===== src/lsu_pkg.sv =====
// the load ops keep their funct3 codes and the store ops take the three codes loads leave unused
package lsu_pkg;

    // entries in each of the request and response queues
    localparam int LSU_QUEUE_DEPTH = 4;

    // the low two bits of a load give its size, bit 2 marks zero extension
    typedef enum logic [2:0]
    {
        LB  = 3'b000,
        LH  = 3'b001,
        LW  = 3'b010,
        SB  = 3'b011,
        LBU = 3'b100,
        LHU = 3'b101,
        SH  = 3'b110,
        SW  = 3'b111
    } lsu_op_e;

    // one request from the execute side
    typedef struct packed
    {
        lsu_op_e     op;
        logic [31:0] addr;
        logic [31:0] wdata;
    } lsu_req_t;

    // one result back to the pipeline, rdata reads as zero for a store
    typedef struct packed
    {
        logic        is_store;
        logic [31:0] addr;
        logic [31:0] rdata;
    } lsu_rsp_t;

endpackage


===== src/lsu_fifo.sv =====
// fall-through head, a push while full or a pop while empty is dropped without any flag
`timescale 1ns/1ps

module lsu_fifo #(
    parameter type T = lsu_pkg::lsu_req_t
) (
    input  logic clk_i,
    input  logic rst_n_i,
    input  logic push_i,
    input  T     push_data_i,
    output logic full_o,
    input  logic pop_i,
    output T     pop_data_o,
    output logic empty_o
);
    import lsu_pkg::*;

    localparam int PTR_W = (LSU_QUEUE_DEPTH > 1) ? $clog2(LSU_QUEUE_DEPTH) : 1;
    localparam int CNT_W = $clog2(LSU_QUEUE_DEPTH + 1);

    T                 mem_q [LSU_QUEUE_DEPTH];
    logic [PTR_W-1:0] wr_ptr_q;
    logic [PTR_W-1:0] rd_ptr_q;
    logic [CNT_W-1:0] count_q;
    logic             do_push;
    logic             do_pop;

    // wraps without needing a power of two depth
    function automatic logic [PTR_W-1:0] ptr_next(input logic [PTR_W-1:0] ptr);
        return (ptr == PTR_W'(LSU_QUEUE_DEPTH - 1)) ? '0 : ptr + 1'b1;
    endfunction

    assign full_o     = (count_q == CNT_W'(LSU_QUEUE_DEPTH));
    assign empty_o    = (count_q == '0);
    assign do_push    = push_i && !full_o;
    assign do_pop     = pop_i && !empty_o;
    assign pop_data_o = mem_q[rd_ptr_q];

    always_ff @(posedge clk_i or negedge rst_n_i)
    begin
        if (!rst_n_i)
        begin
            wr_ptr_q <= '0;
            rd_ptr_q <= '0;
            count_q  <= '0;
        end
        else
        begin
            if (do_push)
                wr_ptr_q <= ptr_next(wr_ptr_q);
            if (do_pop)
                rd_ptr_q <= ptr_next(rd_ptr_q);
            if (do_push && !do_pop)
                count_q <= count_q + 1'b1;
            else if (do_pop && !do_push)
                count_q <= count_q - 1'b1;
        end
    end

    always_ff @(posedge clk_i)
    begin
        if (do_push)
            mem_q[wr_ptr_q] <= push_data_i;
    end

endmodule


===== config.mk =====
export PLATFORM = sky130hd
export DESIGN_NAME = lsu_fifo
export DESIGN_NICKNAME = d
export VERILOG_FILES = /design/src/lsu_pkg.sv /design/src/lsu_fifo.sv
export SDC_FILE = /design/constraint.sdc
export NUM_CORES = 1
export LEC_CHECK = 0
export BUFFER_PORTS_ARGS = -buffer_cell sky130_fd_sc_hd__buf_2
export CORE_MARGIN = 1
export CORE_UTILIZATION = 50
export CTS_CLUSTER_SIZE = 20
export DETAILED_ROUTE_END_ITERATION = 7
export GPL_TIMING_DRIVEN = 1
export PLACE_DENSITY = 0.68
export SLEW_MARGIN = 20
export SYNTH_ARGS = -nofsm -noshare
export SYNTH_HDL_FRONTEND = slang
export SYNTH_SLANG_ARGS = --single-unit

===== constraint.sdc =====
create_clock -name clk_i -period 5.6 [get_ports clk_i]
set_clock_uncertainty 0.05 [all_clocks]
set_input_delay 1.12 -clock clk_i [delete_from_list [all_inputs] [get_ports clk_i]]
set_output_delay 1.12 -clock clk_i [all_outputs]
set_load 0.01 [all_outputs]

==> results.md, run 1 <==
* VDD IR-drop max at 0.519 mV
* Cell Area, Synth at 10100 µm²
* Minimum hold slack at 367 ps
* Final max-slew violation count at 0
* # rows at 51
* Power share of the clock group at 28.1%
* Initial Utilization at 51.5%
* ANT nets after route at 0
* DRT Pass-1 Iters at 4
* Worst min path class: in2async
* Final setup viols at 0
* Yosys warnings at 0
* Maximum root-to-sink buffer count at 3
* Clock Pin Slew Worst Setup and Hold Paths at 60 ps
* Initial drt markers at 194
* Post-CTS Setup Inserts at 0
* Fmax at 260 MHz
* WP data required at 4430 ps
* Fin crit period at 3840 ps
* Final period util at 68.6%
* Syn_nets at 466
* Gr usage total at 17.3%
* P&R area growth vs syn at 18.4%
* Power Density at 534 nW/µm²
* Crit path kind: reg2out
* Util after Layout at 61.0%
* RePlAce Congestion at 0.708
* Routed WL per cell at 20.8 µm
* Status: completed
* Detail Placement HPWL at 9760 µm
* Core ar. at 19700 µm²
* RR Endpoint: mem_q[1][60]
* M1 wire length at 6950 µm
* Switch share at 28.0%
* Share of layout cells above drive strength 1 at 46.6%
* I/O Buffers at 139
* Post-Route WL at 17300 µm
* Placed Instances at 779
* P_int at 4600 µW
* Highest metal used: met5
* Max H-tree Level at 1
* Critical Path AT at 2670 ps
* Initial antenna violation count at 2
* Worst-margin pin slew at 1050 ps
* Combinational Power Share at 24.7%
* #FFs+latches synth at 275
* RSZ-0062 raised after global routing: false
* Post-synth top area cell: edfxtp_1
* Commonest cells post-synth: 268 x edfxtp_1, 67 x mux4_2, 7 x dfrtp_1, 6 x ha_1
* Avg Cell Area, Syn at 26.1 µm²
* Share of the synthesized area in the top cell type at 79.5%
* Most frequent cell after synthesis: edfxtp_1
* # DRC at 0
* Pwr Total at 6390 µW
* Vias in the first global route at 4894
* Post-synth top flop: edfxtp_1
* DIE WIDTH at 144 µm
* Final setup TNS at 0 ps
* Crit path max fanout at 41
* Largest net degree at the start of global routing at 70
* Final hold vios at 0
* Wire length on met2 at 9150 µm
* CTS sink count at 275
* Vias at 4481
* Total grt overflow at 0
* Final cell count without fillers at 832
* Yosys cell types at 22
* Worst r2r src: count_q[2]
* Number of synthesized flops with an enable pin at 268
* Synth area leaders: edfxtp_1 80%, mux4_2 15%, dfrtp_1 1.7%, ha_1 0.74%, mux2_2 0.45%
* MaxCap Viol Count at 0
* CTS buffer count at 28
* Met3 routed WL at 936 µm
* Flop pwr share at 47.2%
* CTS tree: yes
* R2R depth at 3
* Die H at 144 µm
* Max-slew headroom at 30.0%
* Vias/cell at 5.39
* Hold_buf cts at 0
* Worst reg2reg setup slack at 3330 ps
* Leakage at 0.00409 µW
* CP Launch Type: register
* I/O pins at 140
* Mapped Cells at 388
* Die area at 20800 µm²
* Sequential area share after synthesis at 81.3%
* Clk_lat worst skew at 530 ps
* Root Buffer Master: clkbuf_16
* Ys async rst share at 2.55%
* CTS resizes at 0
* Fin nets at 622
* Net Switching at 1790 µW
* Crit. End Element: output pin
* First-pass GRT wire length at 26600 µm
==> through the flow <==
step                setup WS [ps]  cell area, µm²
floorplan                    1070           10100
global placement             2250           11100
detailed placement           2210           11100
CTS                          1640           12000
global route                 1520           12000
finish                       1760           12000
==> worst max-delay path by stage <==
stage | startpoint | to | slack (ps) | cells past startpoint
finish | rd_ptr_q[0] | pop_data_o[32] | 1760 | 3
global route | rd_ptr_q[0] | pop_data_o[63] | 1520 | 3
CTS | rd_ptr_q[0] | pop_data_o[63] | 1640 | 3
detailed placement | rd_ptr_q[0] | pop_data_o[63] | 2210 | 3
global placement | rd_ptr_q[0] | pop_data_o[50] | 2250 | 3
floorplan | push_i | mem_q[3][0] | 1070 | 2
==> cells in the final DEF (no fill, tap or decap) <==
cell type,netlist,routed
o31ai_2,1,1
xnor2_1,1,1
clkbuf_1,3,4
and2_4,0,3
ha_1,6,6
mux4_2,67,67
inv_1,3,3
clkbuf_8,0,3
nor3b_2,1,1
clkinvlp_4,0,3
clkinv_4,0,1
clkinv_1,0,6
a21o_1,1,1
nor2b_2,1,1
nor2_1,3,2
fa_1,1,1
nor3_1,2,2
diode_2,0,1
clkinv_2,0,4
dfrtp_4,0,2
clkbuf_16,0,29
dfrtp_1,7,5
edfxtp_1,268,268
xor2_1,2,2
nor2_4,0,1
mux2_2,4,4
nand2_1,1,1
bufinv_16,0,2
buf_4,5,3
buf_2,5,139
==> flip-flops by register name, indices dropped and copies added, names as in the netlist <==
register  count
rd_ptr_q      2
mem_q       268
count_q       3
wr_ptr_q      2
==> layer usage <==
layer  up-vias  global-route usage [%]
met3        23                    3.71
met4         2                    4.76
met2       118                    30.7
met1      2359                    21.4
li1       1979                       -
met5         -                       0
==> cell families after synthesis <==
family	share of synthesized area (%)
mux	15.4
simple gates	0.643
xor+xnor	0.260
flops	81.3
buf+inv	1.35
compound gates	0.198
fa+ha+maj	0.940
==> critical path: stages, from the launching register on <==
cell and delay [ps]:
dfrtp_4 960, buf_4 450, mux4_2 560, buf_2 160
==> power groups by stage <==
stage                     sequential (µW)  combinational, µW  clock [µW]
after detailed placement             3080               1620           0
after floorplan                      2860               1240           0
after global placement               3050               1600           0
after CTS                            3040               1630        1830
after global routing                 3080               1720        1920
final                                3020               1580        1800
==> layout make-up <==
class | count | area (µm²)
Clock inverter | 16 | 134
Antenna cell | 1 | 2.50
Inverter | 3 | 11.3
Tap cell | 265 | 332
Clock buffer | 36 | 782
Fill cell | 1412 | 7670
Timing Repair Buffer | 142 | 718
Sequential cell | 275 | 8230
Multi-Input combinational cell | 94 | 1780
(Power assumes the default switching activity.)
==> inputs of run 2 (changes only) <==
- PLACE_DENSITY: 0.68 -> 0.71
- clock period: 5.6 -> 3.41 ns (I/O delays scaled with it)
==> run 2 against run 1 <==
  * First-iteration DRC count increased by 38%
  * Clock power increased by 58%
  * Via count about the same
  * Wire length increased by 1.1%
  * Power increased by 64%
  * Cell count increased by 1.3%
  * Die area unchanged
  * Worst hold slack got worse by 42 ps
  * Register-to-register slack got worse by 2200 ps
  * Largest cell class unchanged
  * Largest power group unchanged
==> results.md, run 2 (synthesis gave the netlist of run 1 again) <==
* Status: completed
* Crit. Startpoint: rd_ptr_q[0]
* Commonest non-fill, non-tap cell in the layout: edfxtp_1
* Placed Instances at 790
* Max-slew headroom at 49.2%
* Root Buffer Master: clkbuf_16
* Worst r2r src: count_q[2]
* Top Registers: mem_q: 268 flops, count_q: 3 flops
* Most used routing layer: met2
* Placed Area at 11200 µm²
* I/O Buffers at 139
* Fin crit period at 3060 ps
* Worst-margin pin slew at 763 ps
* Post-Route WL at 17500 µm
* Clk_lat worst skew at 520 ps
* Critical Path AT at 2330 ps
* CTS sink count at 275
* Initial drt markers at 268
* Util after Layout at 61.5%
* Largest net degree at the start of global routing at 50
* Fillers at 1410
* Total grt overflow at 0
* Maximum root-to-sink buffer count at 3
* RR Endpoint: count_q[2]
* Crit path max fanout at 29
* Crit path kind: reg2out
* Final max-slew violation count at 0
* R2R depth at 8
* Initial antenna violation count at 2
* Hold Crit Depth at 1
* Final cell count without fillers at 843
* Power Density at 870 nW/µm²
* Routed WL per cell at 20.7 µm
* Number of flip-flops in the largest register at 268
* Clock Pin Slew Worst Setup and Hold Paths at 60 ps
* Detail Placement HPWL at 10800 µm
* Core ar. at 19700 µm²
* Die H at 144 µm
* Vias/cell at 5.32
* Share of layout cells above drive strength 1 at 47.1%
* DRT Pass-1 Iters at 4
* Gr usage total at 17.2%
* CTS buffer count at 28
* ANT nets after route at 0
* Post-CTS Setup Inserts at 0
* First-pass GRT wire length at 26200 µm
* Fin nets at 634
* Die area at 20800 µm²
* # rows at 51
* Vias in the first global route at 4787
* # DRC at 0
* P&R area growth vs syn at 19.3%
* Largest Register: mem_q
* Final hold vios at 0
* Commonest non-fill, non-tap cells in the layout: 268 x edfxtp_1, 139 x buf_2, 67 x mux4_2
* Initial Utilization at 51.5%
* Worst hold start: push_data_i[11]
* Final setup viols at 0
* Grt met2 use at 29.4%
* CTS resizes at 0
* CTS tree: yes
* Hold_buf cts at 1
* Crit. End Element: output pin
* I/O pins at 140
* RSZ-0062 raised after global routing: false
* Vias at 4483
* Worst min path class: in2reg
* DIE WIDTH at 144 µm
* Max H-tree Level at 1
* Met1 global-route usage at 22.7%
* Final setup TNS at 0 ps
* M3 GR Usage at 3.44%
* MaxCap Viol Count at 0
* Fmax at 327 MHz
* CP Launch Type: register
* VDD IR-drop max at 0.505 mV
* Worst hold endpoint: mem_q[2][11]
* WP data required at 2680 ps
* Leakage at 0.00415 µW
* Post-Layout Inst Area at 12100 µm²
* RePlAce Congestion at 0.682
* Worst reg2reg setup slack at 1140 ps
* Final period util at 89.7%
## run 2: through the flow
stage | setup slack [ps] | hold slack, ps | power, µW
global placement | 836 | 455 | 7710
CTS | 284 | 307 | 10700
detailed placement | 838 | 476 | 7810
floorplan | 419 | 336 | 6720
finish | 351 | 326 | 10500
global route | 196 | 305 | 11000
## run 2: layout make-up
| cell class | count | area, µm² | area share (%) |
|---|---|---|---|
| antenna | 1 | 2.50 | 0.0207 |
| clock buffer | 39 | 793 | 6.57 |
| multi-input combinational | 94 | 1780 | 14.7 |
| timing repair buffer | 154 | 848 | 7.02 |
| inverter | 3 | 11.3 | 0.0932 |
| sequential | 275 | 8230 | 68.1 |
| clock inverter | 12 | 85.1 | 0.704 |
| tap | 265 | 332 | 2.75 |
## run 2: worst max-delay path, cell delays in order, from the launching register on
cell     delay [ps]
dfrtp_4         790
buf_4           310
mux4_2          530
buf_2           150
## run 2: layer usage
metal	part of all wire [%]	routed length, µm
met1	41	7150
met2	52	9130
met3	5.6	977
met4	1.3	223
met5	0.046	8
## run 2: worst max path at each step
stage,cells after the start,slack [ps],to
5_1_grt,3,200,pop_data_o[22]
6_report,3,350,pop_data_o[61]
3_5_place_dp,3,840,pop_data_o[47]
2_1_floorplan,2,420,mem_q[0][0]
3_3_place_gp,3,840,pop_data_o[47]
4_1_cts,3,280,pop_data_o[47]
## run 2: power by group
part / internal [µW] / total [µW] / switching, µW
Combinational: 1410 / 2800 / 1390
Clock: 1690 / 2850 / 1160
Sequential: 4470 / 4850 / 389
Total: 7570 / 10500 / 2940
