`src/lsu_pkg.sv`:
```
// the load ops keep their funct3 codes and the store ops take the three codes loads leave unused
package lsu_pkg;

    // entries in each of the request and response queues
    localparam int LSU_QUEUE_DEPTH = 4;

    // the low two bits of a load give its size, bit 2 marks zero extension
    typedef enum logic [2:0]
    {
        LB  = 3'b000,
        LH  = 3'b001,
        LW  = 3'b010,
        SB  = 3'b011,
        LBU = 3'b100,
        LHU = 3'b101,
        SH  = 3'b110,
        SW  = 3'b111
    } lsu_op_e;

    // one request from the execute side
    typedef struct packed
    {
        lsu_op_e     op;
        logic [31:0] addr;
        logic [31:0] wdata;
    } lsu_req_t;

    // one result back to the pipeline, rdata reads as zero for a store
    typedef struct packed
    {
        logic        is_store;
        logic [31:0] addr;
        logic [31:0] rdata;
    } lsu_rsp_t;

endpackage

```
`src/dbus_pkg.sv`:
```
// the bus carries whole words, so byte addressing stops at the load/store unit and RAM depth is 2**DBUS_AW
package dbus_pkg;

    // width of the word address on the bus
    localparam int DBUS_AW    = 8;
    localparam int DBUS_DW    = 32;
    localparam int DBUS_MW    = DBUS_DW / 8;
    localparam int DBUS_DEPTH = 1 << DBUS_AW;

    typedef logic [DBUS_DW-1:0] dbus_data_t;

    // payload that stays stable while req is high
    typedef struct packed
    {
        logic [DBUS_AW-1:0] addr;
        logic               we;
        logic [DBUS_MW-1:0] mask;
        dbus_data_t         wdata;
    } dbus_req_t;

endpackage

```
`src/lsu_lane.sv`:
```
// purely combinational, ignores misalignment: halfwords use address bit 1 only and loads keep mask 1111
`timescale 1ns/1ps

module lsu_lane (
    input  lsu_pkg::lsu_op_e op_i,
    input  logic [31:0]      addr_i,
    input  logic [31:0]      wdata_i,
    input  logic [31:0]      rdata_i,
    output logic [3:0]       mask_o,
    output logic [31:0]      wdata_o,
    output logic             is_store_o,
    output logic [31:0]      rdata_o
);
    import lsu_pkg::*;

    logic [3:0]  sb_mask;
    logic [3:0]  sh_mask;
    logic [7:0]  byte_sel;
    logic [15:0] half_sel;

    // lane selects taken from the low address bits
    assign sb_mask  = 4'b0001 << addr_i[1:0];
    assign sh_mask  = addr_i[1] ? 4'b1100 : 4'b0011;
    assign byte_sel = rdata_i[{addr_i[1:0], 3'b000} +: 8];
    assign half_sel = addr_i[1] ? rdata_i[31:16] : rdata_i[15:0];

    assign is_store_o = (op_i == SB) || (op_i == SH) || (op_i == SW);

    always_comb
    begin
        case (op_i)
            SB:
            begin
                mask_o = sb_mask;
            end
            SH:
            begin
                mask_o = sh_mask;
            end
            default:
            begin
                mask_o = 4'b1111;
            end
        endcase
    end

    // store data moves up to the byte lane that the mask enables
    always_comb
    begin
        case (op_i)
            SB:
            begin
                wdata_o = wdata_i << {addr_i[1:0], 3'b000};
            end
            SH:
            begin
                wdata_o = addr_i[1] ? (wdata_i << 16) : wdata_i;
            end
            default:
            begin
                wdata_o = wdata_i;
            end
        endcase
    end

    always_comb
    begin
        case (op_i)
            LB:
            begin
                rdata_o = {{24{byte_sel[7]}}, byte_sel};
            end
            LBU:
            begin
                rdata_o = {24'd0, byte_sel};
            end
            LH:
            begin
                rdata_o = {{16{half_sel[15]}}, half_sel};
            end
            LHU:
            begin
                rdata_o = {16'd0, half_sel};
            end
            default:
            begin
                // LW and the stores see the raw word
                rdata_o = rdata_i;
            end
        endcase
    end

endmodule

```
`src/lsu_ctrl.sv`:
```
// one bus access at a time, 4 cycles from pop to next pop with a responder that acks one edge after req
`timescale 1ns/1ps

module lsu_ctrl (
    input  logic                 clk_i,
    input  logic                 rst_n_i,
    input  logic                 req_empty_i,
    output logic                 req_pop_o,
    input  lsu_pkg::lsu_req_t    req_data_i,
    input  logic                 rsp_full_i,
    output logic                 rsp_push_o,
    output lsu_pkg::lsu_rsp_t    rsp_data_o,
    output logic                 dbus_req_o,
    output dbus_pkg::dbus_req_t  dbus_req_pld_o,
    input  logic                 dbus_ack_i,
    input  dbus_pkg::dbus_data_t dbus_rdata_i
);
    import lsu_pkg::*;
    import dbus_pkg::*;

    typedef enum logic [1:0]
    {
        IDLE,
        REQ,
        RELEASE,
        WAIT_ACK_LOW
    } state_e;

    state_e             state_q;
    state_e             state_d;
    lsu_req_t           cur_q;
    logic               can_pop;
    logic [DBUS_MW-1:0] lane_mask;
    logic [31:0]        lane_wdata;
    logic [31:0]        lane_rdata;
    logic               lane_is_store;

    // a new access starts only once the previous ack has gone low
    assign can_pop   = (state_q == IDLE) || ((state_q == WAIT_ACK_LOW) && !dbus_ack_i);
    assign req_pop_o = can_pop && !req_empty_i && !rsp_full_i;

    always_comb
    begin
        state_d = state_q;
        case (state_q)
            IDLE:
            begin
                if (req_pop_o)
                    state_d = REQ;
            end
            REQ:
            begin
                if (dbus_ack_i)
                    state_d = RELEASE;
            end
            RELEASE:
            begin
                state_d = WAIT_ACK_LOW;
            end
            default:
            begin
                if (!dbus_ack_i)
                    state_d = req_pop_o ? REQ : IDLE;
            end
        endcase
    end

    always_ff @(posedge clk_i or negedge rst_n_i)
    begin
        if (!rst_n_i)
            state_q <= IDLE;
        else
            state_q <= state_d;
    end

    always_ff @(posedge clk_i)
    begin
        if (req_pop_o)
            cur_q <= req_data_i;
    end

    lsu_lane i_lane (
        .op_i       (cur_q.op),
        .addr_i     (cur_q.addr),
        .wdata_i    (cur_q.wdata),
        .rdata_i    (dbus_rdata_i),
        .mask_o     (lane_mask),
        .wdata_o    (lane_wdata),
        .is_store_o (lane_is_store),
        .rdata_o    (lane_rdata)
    );

    // req is the REQ state itself, so it leaves on the edge after ack
    assign dbus_req_o           = (state_q == REQ);
    assign dbus_req_pld_o.addr  = cur_q.addr[DBUS_AW+1:2];
    assign dbus_req_pld_o.we    = lane_is_store;
    assign dbus_req_pld_o.mask  = lane_mask;
    assign dbus_req_pld_o.wdata = lane_wdata;

    assign rsp_push_o          = (state_q == REQ) && dbus_ack_i;
    assign rsp_data_o.is_store = lane_is_store;
    assign rsp_data_o.addr     = cur_q.addr;
    assign rsp_data_o.rdata    = lane_is_store ? 32'd0 : lane_rdata;

endmodule

```
`config.mk`:
```
export PLATFORM = sky130hd
export DESIGN_NAME = lsu_ctrl
export DESIGN_NICKNAME = d
export VERILOG_FILES = /design/src/lsu_pkg.sv /design/src/dbus_pkg.sv /design/src/lsu_lane.sv /design/src/lsu_ctrl.sv
export SDC_FILE = /design/constraint.sdc
export NUM_CORES = 1
export LEC_CHECK = 0
export CELL_PAD_IN_SITES_DETAIL_PLACEMENT = 1
export CELL_PAD_IN_SITES_GLOBAL_PLACEMENT = 1
export CORE_MARGIN = 3
export CORE_UTILIZATION = 50
export DETAILED_ROUTE_END_ITERATION = 8
export DONT_BUFFER_PORTS = 1
export PLACE_DENSITY_LB_ADDON = 0.1
export RECOVER_POWER = 100
export SKIP_CTS_REPAIR_TIMING = 1
export SLEW_MARGIN = 5
export SYNTH_ARGS = -nofsm -noshare
export SYNTH_HDL_FRONTEND = slang
export SYNTH_SLANG_ARGS = --single-unit
```
`constraint.sdc`:
```
create_clock -name clk_i -period 12.35 [get_ports clk_i]
set_clock_uncertainty 0.2 [all_clocks]
set_input_delay 0.6175 -clock clk_i [delete_from_list [all_inputs] [get_ports clk_i]]
set_output_delay 0.6175 -clock clk_i [all_outputs]
set_load 0.05 [all_outputs]
```
==> flow_results.xml, run 1 <==
<?xml version="1.0" encoding="UTF-8"?>
<metrics>
  <group name="sta">
    <metric name="final_min_period_over_clock_period" unit="">0.632</metric>
    <metric name="final-setup-viol-count" unit="">0</metric>
    <metric name="achievable-frequency" unit="GHz">0.128</metric>
    <metric name="fin_setup_tns" unit="ns">0</metric>
    <metric name="slew_viol_final" unit="">166</metric>
    <metric name="max-slew-margin-rel" unit="">-2.23</metric>
    <metric name="hold_violations_final" unit="">0</metric>
    <metric name="rsz0062_at_grt" unit="">no</metric>
    <metric name="finalCriticalPeriod" unit="ns">7.81</metric>
    <metric name="tightest_slew" unit="ns">4.80</metric>
  </group>
  <group name="power_and_ir_drop">
    <metric name="comb_power_frac" unit="">0.340</metric>
    <metric name="switching_share" unit="">0.459</metric>
    <metric name="pwr_density_cell" unit="nW/um2">202</metric>
    <metric name="clock_power_share" unit="">0.196</metric>
    <metric name="ir_worst_vdd" unit="mV">0.120</metric>
    <metric name="sequentialPowerShare" unit="">0.464</metric>
    <metric name="total_switching_power" unit="uW">364</metric>
    <metric name="leakage" unit="uW">0.00132</metric>
    <metric name="internal-power" unit="uW">429</metric>
  </group>
  <group name="yosys">
    <metric name="mappedNetlistArea" unit="um2">4080</metric>
    <metric name="postSynthRegisterBits" unit="">69</metric>
    <metric name="synthDistinctLibCells" unit="">42</metric>
    <metric name="yosys.area.top_type" unit="">edfxtp_1</metric>
    <metric name="number_of_enable_flip_flop_cells_after_synthesis" unit="">67</metric>
    <metric name="ys_warn_count" unit="">0</metric>
    <metric name="synthDominantCellAreaShare" unit="">0.493</metric>
    <metric name="async_set_or_reset_flop_fraction_in_the_synthesized_netlist" unit="">0.0290</metric>
    <metric name="synth.net_count" unit="">451</metric>
    <metric name="yosys.cell_count.top_type" unit="">edfxtp_1</metric>
    <metric name="synthesis.area_per_instance" unit="um2">11.9</metric>
    <metric name="ys_seq_area_frac" unit="">0.506</metric>
    <metric name="synth_top_cells_by_count" unit="">edfxtp_1 (67), buf_4 (46), nand2_1 (30)</metric>
    <metric name="syn_inst" unit="">343</metric>
    <metric name="synth_area_leaders" unit="">edfxtp_1 (49%), buf_4 (8.5%), a221o_1 (5.4%)</metric>
    <metric name="synth_flop_cell" unit="">edfxtp_1</metric>
  </group>
  <group name="route">
    <metric name="routed_wirelength" unit="um">9950</metric>
    <metric name="route.vias.total" unit="">2584</metric>
    <metric name="drt-initial-drc-count" unit="">140</metric>
    <metric name="drc_errors" unit="">0</metric>
    <metric name="wl_per_cell" unit="um">24.9</metric>
    <metric name="detail_route.vias_per_cell" unit="">6.48</metric>
    <metric name="detailedRoute.firstPassIterationCount" unit="">4</metric>
    <metric name="ant_nets" unit="">0</metric>
  </group>
  <group name="min_path">
    <metric name="min-delay-path-class" unit="">in2reg</metric>
    <metric name="hold_path_depth" unit="">0</metric>
    <metric name="hold-path-endpoint" unit="">dbus_req_pld_o[41]</metric>
    <metric name="holdCritStartpoint" unit="">req_data_i[38]</metric>
  </group>
  <group name="placed_design">
    <metric name="finalWeightedCongestion" unit="">0.778</metric>
    <metric name="detailedPlacementHpwl" unit="um">7230</metric>
    <metric name="port-buffer-count" unit="">0</metric>
    <metric name="placed_cell_area" unit="um2">3780</metric>
  </group>
  <group name="run">
    <metric name="max_cap_viols" unit="">10</metric>
  </group>
  <group name="clocking">
    <metric name="clk-insertion-delay-late" unit="ns">0.33</metric>
    <metric name="max-clock-path-buffers" unit="">2</metric>
    <metric name="cts.htree.levels" unit="">3</metric>
    <metric name="clock_sinks" unit="">69</metric>
    <metric name="number_of_cts_inserted_buffers" unit="">9</metric>
    <metric name="tritoncts" unit="">yes</metric>
    <metric name="cts.reportedPaths.clkPinSlew" unit="ns">0.08</metric>
    <metric name="cts_root_buffer" unit="">clkbuf_8</metric>
  </group>
  <group name="outcome">
    <metric name="violations" unit="">capacitance limit, slew limit</metric>
    <metric name="result_of_the_run" unit="">complete, but fails checks</metric>
  </group>
  <group name="global_routing">
    <metric name="grt_pass1_vias" unit="">2549</metric>
    <metric name="grt_pass1_wl" unit="um">14000</metric>
    <metric name="pin_count_of_the_biggest_net_entering_global_routing" unit="">66</metric>
    <metric name="antenna_violations_before_repair" unit="">0</metric>
    <metric name="grt_ovf" unit="">0</metric>
    <metric name="track_usage" unit="">0.205</metric>
  </group>
  <group name="critical_path">
    <metric name="crit_path_max_incr_delay" unit="ns">3.54</metric>
    <metric name="cp_cell_sequence" unit="">clkbuf_1, inv_1, a21oi_1, o21ai_0, a221o_1</metric>
    <metric name="critical_path.slowest_cell" unit="">o21ai_0</metric>
    <metric name="worst_ep_arrival_time" unit="ns">6.99</metric>
    <metric name="cp.required" unit="ns">11.53</metric>
    <metric name="ff2ff_path_depth" unit="">5</metric>
    <metric name="critical_setup_path_class" unit="">reg2out</metric>
    <metric name="setup.worst_path.end_class" unit="">output port</metric>
    <metric name="critPathBufInv" unit="">2</metric>
    <metric name="endpoint_of_the_most_critical_register_to_register_path" unit="">cur_q[29]</metric>
    <metric name="path_max_fanout" unit="">45</metric>
    <metric name="regToRegSetupSlack" unit="ns">7.57</metric>
    <metric name="critical_path.reg2reg.startpoint" unit="">state_q[0]</metric>
    <metric name="worst_setup_path_start_kind" unit="">flip-flop</metric>
    <metric name="timing.critical_path.max_delay_family" unit="">compound AO/OA/AOI/OAI gates</metric>
  </group>
  <group name="die">
    <metric name="design.die.area" unit="um2">9270</metric>
    <metric name="placeableCoreArea" unit="um2">7810</metric>
    <metric name="die_height" unit="um">96.3</metric>
    <metric name="effective_utilization_at_floorplan" unit="">0.522</metric>
    <metric name="boundaryPins" unit="">217</metric>
    <metric name="fp-row-count" unit="">32</metric>
    <metric name="die_w" unit="um">96.3</metric>
  </group>
  <group name="finish">
    <metric name="post-route-util" unit="">0.502</metric>
    <metric name="antenna_cell_count" unit="">0</metric>
    <metric name="postLayoutCellArea" unit="um2">3920</metric>
    <metric name="num-nets-final" unit="">400</metric>
    <metric name="post_route_cells_drive_above_1_share" unit="">0.135</metric>
    <metric name="flow.area_growth_from_synthesis" unit="%">-3.84</metric>
  </group>
</metrics>
sequential cells by signal (all words and copies together), names as in the netlist:
signal,cells
dbus_req_pld_o,8
state_q,2
rsp_data_o,24
cur_q,35
cell families after synthesis:
kind of cell,Yosys count,share of synthesized area
compound gates,87,0.157
mux,32,0.0979
buf+inv,70,0.117
simple gates,81,0.110
fa+ha+maj,4,0.0123
flops,69,0.506
area by class of cell:
cell class	count	area [um2]
well taps	102	128
repair buffers	4	25.0
fillers	815	3890
inverters	4	15.0
flip-flops and latches	69	2060
multi-input cells	204	1520
clock inverters	6	40.0
clock buffers	10	128
stage by stage:
| step | worst slack (ns) | hold WS [ns] | total power, uW | instances |
|---|---|---|---|---|
| after floorplan | 5.20 | 0.122 | 635 | 343 |
| after CTS | 8.19 | -0.258 | 800 | 398 |
| after global routing | 4.10 | 0.137 | 829 | 399 |
| after global placement | 8.67 | 0.122 | 637 | 382 |
| final | 4.54 | 0.166 | 793 | 399 |
| after detailed placement | 8.58 | 0.122 | 641 | 382 |
placed cells by master (no fill, tap or decap), types with 6 or more instances in the layout:
cell	n
and2_0	9
mux2i_1	14
and2_1	9
a211oi_1	7
o21ai_0	10
a221o_1	22
nor2_1	7
clkbuf_8	9
a21oi_1	29
edfxtp_1	67
nor2b_1	6
mux2_2	13
nand2_1	30
a22o_1	9
routing by layer:
metal / wire (um) / GRT usage / vias up / part of all wire
li1: - / - / 1151 / -
met4: 219 / 0.0771 / 0 / 0.022
met2: 4930 / 0.341 / 145 / 0.50
met5: 0 / 0 / - / 0
met1: 3720 / 0.228 / 1270 / 0.37
met3: 1080 / 0.0970 / 18 / 0.11
power groups by stage:
stage / logic [uW] / clock network, uW / registers, uW
finish: 270 / 156 / 368
global route: 286 / 170 / 373
CTS: 273 / 163 / 365
detailed placement: 272 / 0 / 369
global placement: 269 / 0 / 369
floorplan: 319 / 0 / 317
how the worst max path moves through the flow:
stage,endpoint,cells after the start,start
2_1_floorplan,cur_q[0],3,dbus_ack_i
3_3_place_gp,rsp_data_o[17],5,rsp_data_o[32]
3_5_place_dp,dbus_req_pld_o[31],4,cur_q[65]
4_1_cts,dbus_req_pld_o[31],4,cur_q[65]
5_1_grt,dbus_req_pld_o[26],5,rsp_data_o[33]
6_report,dbus_req_pld_o[26],5,rsp_data_o[33]
Power figures use the tool's default switching activity.
==> run 2, diff against run 1 <==
ABC_AREA = 1   (was default)
CORE_UTILIZATION = 40   (was 50)
clock period = 6.7 ns   (was 12.35 ns; I/O delays follow)
==> run 2 against run 1 <==
  * The flow still finishes with violations (capacitance limit, slew limit)
  * Power grew 130%
  * Wire length grew 57%
  * Sequential power grew 85%
  * First-iteration DRC count grew 88%
  * Worst setup slack lost 2.9 ns
  * Global-route usage grew 0.17 points
  * Clock-buffer cell count shrank 1
  * Die area grew 45%
  * Clock power grew to 3.1 times the previous value
  * Synthesized cell count grew 97%
==> flow_results.xml, run 2 <==
<?xml version="1.0" encoding="UTF-8"?>
<metrics>
  <group name="outcome">
    <metric name="result_of_the_run" unit="">complete, but fails checks</metric>
    <metric name="violations" unit="">capacitance limit, slew limit</metric>
  </group>
  <group name="yosys">
    <metric name="synth_area_leaders" unit="">edfxtp_1 (42%), nand2_1 (19%), o21ai_0 (8.8%)</metric>
    <metric name="synth-adder-area-share" unit="">0.0103</metric>
    <metric name="syn_inst" unit="">674</metric>
    <metric name="ys_seq_area_frac" unit="">0.426</metric>
    <metric name="yosys.area.top_type" unit="">edfxtp_1</metric>
    <metric name="synth_flop_cell" unit="">edfxtp_1</metric>
    <metric name="mappedNetlistArea" unit="um2">4840</metric>
    <metric name="number_of_enable_flip_flop_cells_after_synthesis" unit="">67</metric>
    <metric name="synthDominantCellAreaShare" unit="">0.416</metric>
    <metric name="yosys.cell_count.top_type" unit="">nand2_1</metric>
    <metric name="combinational_family_with_the_most_area_after_synthesis" unit="">simple AND/OR/NAND/NOR gates</metric>
    <metric name="synthDistinctLibCells" unit="">23</metric>
    <metric name="synth_compound_gate_area_share" unit="">0.130</metric>
    <metric name="synth_top_cells_by_count" unit="">nand2_1 (251), inv_1 (85), o21ai_0 (85)</metric>
    <metric name="synth-simple-area-share" unit="">0.261</metric>
    <metric name="synthXorXnorAreaFrac" unit="">0</metric>
    <metric name="ys_warn_count" unit="">0</metric>
    <metric name="synthesis.area_per_instance" unit="um2">7.18</metric>
    <metric name="postSynthRegisterBits" unit="">69</metric>
    <metric name="async_set_or_reset_flop_fraction_in_the_synthesized_netlist" unit="">0.0290</metric>
    <metric name="synth.net_count" unit="">782</metric>
    <metric name="synth.area.mux_share" unit="">0</metric>
  </group>
  <group name="route">
    <metric name="wl_per_cell" unit="um">18.9</metric>
    <metric name="drc_errors" unit="">0</metric>
    <metric name="drt-initial-drc-count" unit="">263</metric>
    <metric name="route.vias.total" unit="">4376</metric>
    <metric name="detail_route.vias_per_cell" unit="">5.29</metric>
    <metric name="ant_nets" unit="">0</metric>
    <metric name="routed_wirelength" unit="um">15600</metric>
    <metric name="detailedRoute.firstPassIterationCount" unit="">5</metric>
  </group>
  <group name="global_routing">
    <metric name="antenna_violations_before_repair" unit="">0</metric>
    <metric name="grt_pass1_vias" unit="">4215</metric>
    <metric name="pin_count_of_the_biggest_net_entering_global_routing" unit="">71</metric>
    <metric name="track_usage" unit="">0.207</metric>
    <metric name="grt_ovf" unit="">0</metric>
    <metric name="grt_pass1_wl" unit="um">21700</metric>
  </group>
  <group name="critical_path">
    <metric name="worst_ep_arrival_time" unit="ns">4.49</metric>
    <metric name="worst_setup_path_start_kind" unit="">flip-flop</metric>
    <metric name="path_max_fanout" unit="">18</metric>
    <metric name="cp.required" unit="ns">6.16</metric>
    <metric name="critical_setup_path_class" unit="">reg2out</metric>
    <metric name="setup.worst_path.end_class" unit="">output port</metric>
  </group>
  <group name="power_and_ir_drop">
    <metric name="pwr_density_cell" unit="nW/um2">330</metric>
    <metric name="ir_worst_vdd" unit="mV">0.181</metric>
    <metric name="clock_power_share" unit="">0.265</metric>
    <metric name="comb_power_frac" unit="">0.360</metric>
    <metric name="sequentialPowerShare" unit="">0.375</metric>
    <metric name="leakage" unit="uW">0.00251</metric>
    <metric name="internal-power" unit="uW">971</metric>
    <metric name="total_switching_power" unit="uW">844</metric>
    <metric name="p_total" unit="uW">1810</metric>
    <metric name="switching_share" unit="">0.465</metric>
  </group>
  <group name="finish">
    <metric name="ff_latch_area" unit="um2">2060</metric>
    <metric name="flip_flop_count_of_the_largest_register_after_layout" unit="">35</metric>
    <metric name="post_route_cells_drive_above_1_share" unit="">0.0380</metric>
    <metric name="largest-register" unit="">cur_q</metric>
    <metric name="leading_cell_types_in_the_layout_fill_and_taps_excluded" unit="">nand2_1 (251), inv_1 (86), o21ai_0 (84)</metric>
    <metric name="mostFrequentLayoutCell" unit="">nand2_1</metric>
    <metric name="flow.area_growth_from_synthesis" unit="%">13.7</metric>
    <metric name="antenna_cell_count" unit="">0</metric>
    <metric name="total_area_of_multi_input_combinational_cells" unit="um2">1930</metric>
    <metric name="num-nets-final" unit="">788</metric>
    <metric name="fill_cells" unit="">1436</metric>
  </group>
  <group name="sta">
    <metric name="hold_violations_final" unit="">0</metric>
    <metric name="rsz0062_at_grt" unit="">no</metric>
    <metric name="tightest_slew" unit="ns">4.20</metric>
    <metric name="slew_viol_final" unit="">77</metric>
    <metric name="final_min_period_over_clock_period" unit="">0.750</metric>
    <metric name="final-setup-viol-count" unit="">0</metric>
    <metric name="achievable-frequency" unit="GHz">0.199</metric>
    <metric name="fin_setup_tns" unit="ns">0</metric>
    <metric name="finalCriticalPeriod" unit="ns">5.03</metric>
    <metric name="max-slew-margin-rel" unit="">-1.80</metric>
  </group>
  <group name="die">
    <metric name="design.die.area" unit="um2">13500</metric>
    <metric name="boundaryPins" unit="">217</metric>
    <metric name="fp-row-count" unit="">39</metric>
    <metric name="die_w" unit="um">116</metric>
    <metric name="placeableCoreArea" unit="um2">11600</metric>
    <metric name="effective_utilization_at_floorplan" unit="">0.417</metric>
    <metric name="die_height" unit="um">116</metric>
  </group>
  <group name="placed_design">
    <metric name="detailedPlacementHpwl" unit="um">10100</metric>
    <metric name="port-buffer-count" unit="">0</metric>
    <metric name="finalWeightedCongestion" unit="">0.844</metric>
  </group>
  <group name="clocking">
    <metric name="cts.reportedPaths.clkPinSlew" unit="ns">0.06</metric>
    <metric name="cts.htree.levels" unit="">3</metric>
    <metric name="max-clock-path-buffers" unit="">2</metric>
    <metric name="clock_sinks" unit="">69</metric>
    <metric name="tritoncts" unit="">yes</metric>
    <metric name="clk-insertion-delay-late" unit="ns">0.32</metric>
    <metric name="cts_root_buffer" unit="">clkbuf_16</metric>
    <metric name="number_of_cts_inserted_buffers" unit="">9</metric>
  </group>
  <group name="min_path">
    <metric name="min-delay-path-class" unit="">in2async</metric>
  </group>
  <group name="run">
    <metric name="max_cap_viols" unit="">11</metric>
  </group>
</metrics>
## run 2: changes by cell type after synthesis, moves of 7 or more
cell,delta
nand2_1,+221
o21ai_0,+76
inv_1,+82
and2_1,-18
nand3_1,+35
mux2i_1,-14
mux2_2,-13
nor2_1,+10
a211oi_1,-7
a221o_1,-22
buf_2,+8
a22o_1,-9
## run 2: worst paths after layout
| kind | start | endpoint | slack [ns] | cells after the start |
|---|---|---|---|---|
| min in group clk_i | rsp_full_i | state_q[0] | 0.11 | 5 |
| max in group asynchronous | rst_n_i | state_q[0] | 6.11 | 1 |
| worst max-delay path | cur_q[65] | dbus_req_pld_o[6] | 1.67 | 5 |
| worst min register to register | state_q[0] | state_q[0] | 0.42 | 2 |
| worst max register to register | state_q[1] | cur_q[5] | 2.08 | 5 |
| worst min-delay path | rst_n_i | state_q[1] | 0.05 | 1 |
## run 2: layout make-up
| cell class | count | area share |
|---|---|---|
| Inverter | 89 | 0.0607 |
| Clock inverter | 7 | 0.0134 |
| Timing Repair Buffer | 72 | 0.128 |
| Clock buffer | 9 | 0.0409 |
| Sequential cell | 69 | 0.374 |
| Multi-Input combinational cell | 439 | 0.350 |
| Tap cell | 143 | 0.0325 |
## run 2: routing by layer
metal  GRT usage  vias to the layer above  wire length (um)
met5           0                        -                 0
met4      0.0526                        0               133
met3      0.0700                       11              1220
met2       0.344                      171              7600
met1       0.259                     2079              6690
li1            -                     2115                 -
## run 2: power by group through the flow
stage	Combinational, uW	Clock [uW]	Sequential [uW]
6_report	653	481	681
5_1_grt	711	507	689
4_1_cts	631	483	674
3_3_place_gp	616	0	681
3_5_place_dp	628	0	680
2_1_floorplan	671	0	579
## run 2: metrics by stage
step | worst slack (ns) | area [um2] | std cells | hold WS (ns) | utilization
finish | 1.67 | 5510 | 828 | 0.0494 | 0.474
global placement | 3.13 | 4560 | 744 | -0.160 | 0.393
detailed placement | 3.05 | 4560 | 744 | -0.160 | 0.393
CTS | 2.69 | 4860 | 760 | -0.516 | 0.418
global route | 1.28 | 5510 | 828 | 0.0298 | 0.474
floorplan | 2.16 | 4850 | 674 | -0.161 | -
## run 2: worst max-delay path, cell delays in order (launching register included)
cell	delay, ns
edfxtp_1	0.56
nand2_1	0.13
nor2_1	1.12
nor2_1	0.78
a21oi_1	1.06
nor2_1	0.51
## run 2: logic make-up after synthesis
kind of cell,count (synthesis)
simple gates,314
buf+inv,166
compound gates,121
flops,69
fa+ha+maj,4
==> run 3, diff against run 2 <==
clock period = 4.6 ns   (was 6.7 ns; I/O delays follow)
==> run 3 against run 2 <==
  * The run still ends with capacitance limit, slew limit left
  * Power increased by 52%
  * Clock-buffer cell count is the same
  * Sequential cell count stayed put
  * Clock power up 59%
  * Core utilization up 1.8 points
  * First-iteration DRC count up 11%
  * Critical path type unchanged
  * Largest cell class unchanged
  * Largest power group is now combinational cells
==> flow_results.xml, run 3 (same netlist as run 2, synthesis figures left out) <==
<?xml version="1.0" encoding="UTF-8"?>
<metrics>
  <group name="placed_design">
    <metric name="detailedPlacementHpwl" unit="um">10700</metric>
    <metric name="finalWeightedCongestion" unit="">0.795</metric>
    <metric name="port-buffer-count" unit="">0</metric>
  </group>
  <group name="sta">
    <metric name="finalCriticalPeriod" unit="ns">3.91</metric>
    <metric name="rsz0062_at_grt" unit="">no</metric>
    <metric name="final-setup-viol-count" unit="">0</metric>
    <metric name="fin_setup_tns" unit="ns">0</metric>
    <metric name="tightest_slew" unit="ns">2.00</metric>
    <metric name="achievable-frequency" unit="GHz">0.256</metric>
    <metric name="slew_viol_final" unit="">76</metric>
    <metric name="timing.hold.ws" unit="ns">0.0217</metric>
    <metric name="max-slew-margin-rel" unit="">-0.336</metric>
    <metric name="final_min_period_over_clock_period" unit="">0.850</metric>
    <metric name="hold_violations_final" unit="">0</metric>
  </group>
  <group name="die">
    <metric name="placeableCoreArea" unit="um2">11600</metric>
    <metric name="fp-row-count" unit="">39</metric>
    <metric name="effective_utilization_at_floorplan" unit="">0.417</metric>
    <metric name="die_w" unit="um">116</metric>
    <metric name="design.die.area" unit="um2">13500</metric>
    <metric name="boundaryPins" unit="">217</metric>
    <metric name="die_height" unit="um">116</metric>
  </group>
  <group name="critical_path">
    <metric name="worst_ep_arrival_time" unit="ns">3.48</metric>
    <metric name="setup.worst_path.end_class" unit="">output port</metric>
    <metric name="worst_setup_path_start_kind" unit="">flip-flop</metric>
    <metric name="critical_path.reg2reg.startpoint" unit="">state_q[1]</metric>
    <metric name="critical_setup_path_class" unit="">reg2out</metric>
    <metric name="cp.required" unit="ns">4.17</metric>
    <metric name="path_max_fanout" unit="">14</metric>
    <metric name="startpoint" unit="">rsp_data_o[32]</metric>
  </group>
  <group name="clocking">
    <metric name="tritoncts" unit="">yes</metric>
    <metric name="cts.reportedPaths.clkPinSlew" unit="ns">0.06</metric>
    <metric name="clock_sinks" unit="">69</metric>
    <metric name="clk-insertion-delay-late" unit="ns">0.34</metric>
    <metric name="cts_root_buffer" unit="">clkbuf_16</metric>
    <metric name="number_of_cts_inserted_buffers" unit="">9</metric>
    <metric name="max-clock-path-buffers" unit="">2</metric>
    <metric name="cts.htree.levels" unit="">3</metric>
  </group>
  <group name="finish">
    <metric name="leading_cell_types_in_the_layout_fill_and_taps_excluded" unit="">nand2_1 (251), inv_1 (85), o21ai_0 (84)</metric>
    <metric name="flip_flop_count_of_the_largest_register_after_layout" unit="">35</metric>
    <metric name="post_route_cells_drive_above_1_share" unit="">0.0646</metric>
    <metric name="mostFrequentLayoutCell" unit="">nand2_1</metric>
    <metric name="largest-register" unit="">cur_q</metric>
    <metric name="antenna_cell_count" unit="">0</metric>
    <metric name="num-nets-final" unit="">815</metric>
    <metric name="flow.area_growth_from_synthesis" unit="%">18.0</metric>
    <metric name="post-route-util" unit="">0.492</metric>
  </group>
  <group name="route">
    <metric name="detailedRoute.firstPassIterationCount" unit="">4</metric>
    <metric name="drc_errors" unit="">0</metric>
    <metric name="detail_route.vias_per_cell" unit="">5.31</metric>
    <metric name="route.vias.total" unit="">4540</metric>
    <metric name="ant_nets" unit="">0</metric>
    <metric name="wl_per_cell" unit="um">19.2</metric>
    <metric name="routed_wirelength" unit="um">16400</metric>
    <metric name="drt-initial-drc-count" unit="">293</metric>
  </group>
  <group name="global_routing">
    <metric name="antenna_violations_before_repair" unit="">0</metric>
    <metric name="pin_count_of_the_biggest_net_entering_global_routing" unit="">70</metric>
    <metric name="grt_ovf" unit="">0</metric>
    <metric name="grt_pass1_wl" unit="um">22900</metric>
    <metric name="grt_pass1_vias" unit="">4351</metric>
    <metric name="track_usage" unit="">0.221</metric>
  </group>
  <group name="run">
    <metric name="max_cap_viols" unit="">9</metric>
  </group>
  <group name="outcome">
    <metric name="violations" unit="">capacitance limit, slew limit</metric>
    <metric name="result_of_the_run" unit="">complete, but fails checks</metric>
  </group>
  <group name="min_path">
    <metric name="min-delay-path-class" unit="">in2reg</metric>
    <metric name="holdCritStartpoint" unit="">rsp_full_i</metric>
  </group>
  <group name="power_and_ir_drop">
    <metric name="leakage" unit="uW">0.00261</metric>
    <metric name="pwr_density_cell" unit="nW/um2">484</metric>
    <metric name="ir_worst_vdd" unit="mV">0.306</metric>
  </group>
</metrics>
## run 3: cell types whose count changed in the layout (fill, tap and decap cells not counted), moves of 2 or more
cell | before | now
nor2_1 | 18 | 16
clkinv_4 | 3 | 0
clkbuf_1 | 2 | 12
inv_6 | 1 | 4
buf_4 | 2 | 17
nor2_4 | 1 | 3
## run 3: metal layers
metal / part of all wire / global-route usage
met1: 0.41 / 0.270
met2: 0.48 / 0.368
met3: 0.077 / 0.0715
met4: 0.025 / 0.0789
met5: 0 / 0
## run 3: final timing paths
kind	to	slack, ns	depth (start not counted)
setup / recovery	dbus_req_pld_o[32]	0.69	4
setup reg to reg	cur_q[26]	1.47	5
hold / removal	state_q[0]	0.02	5
min in group asynchronous	state_q[1]	0.48	2
max in group asynchronous	state_q[0]	3.59	2
hold reg to reg	state_q[0]	0.44	2
## run 3: through the flow
step           setup WS [ns]  instance area (um2)  power (uW)  cells
5_1_grt                0.595                 5720        2900    855
4_1_cts                 1.31                 5080        2730    786
3_5_place_dp            1.68                 4760        1960    770
3_3_place_gp            1.71                 4760        1940    770
6_report               0.692                 5720        2770    855
2_1_floorplan         0.0578                 4850        1820    674
## run 3: layout make-up
class / count / area [um2]
inverters: 89 / 334
flip-flops and latches: 69 / 2060
clock buffers: 9 / 225
clock inverters: 7 / 103
repair buffers: 99 / 868
multi-input cells: 439 / 1940
fillers: 1435 / 5900
well taps: 143 / 179
## run 3: where the power goes
group	switching, uW	leakage, uW	internal, uW	total [uW]
sequential	193	0.000638	801	993
clock	285	0.000157	482	767
combinational	789	0.00182	216	1010
## run 3: worst max-delay path: stages, from the launching register on
cell and delay, ns:
edfxtp_1 0.71, clkbuf_1 0.64, o21ai_0 0.30, a21oi_1 0.96
inv_1 0.52
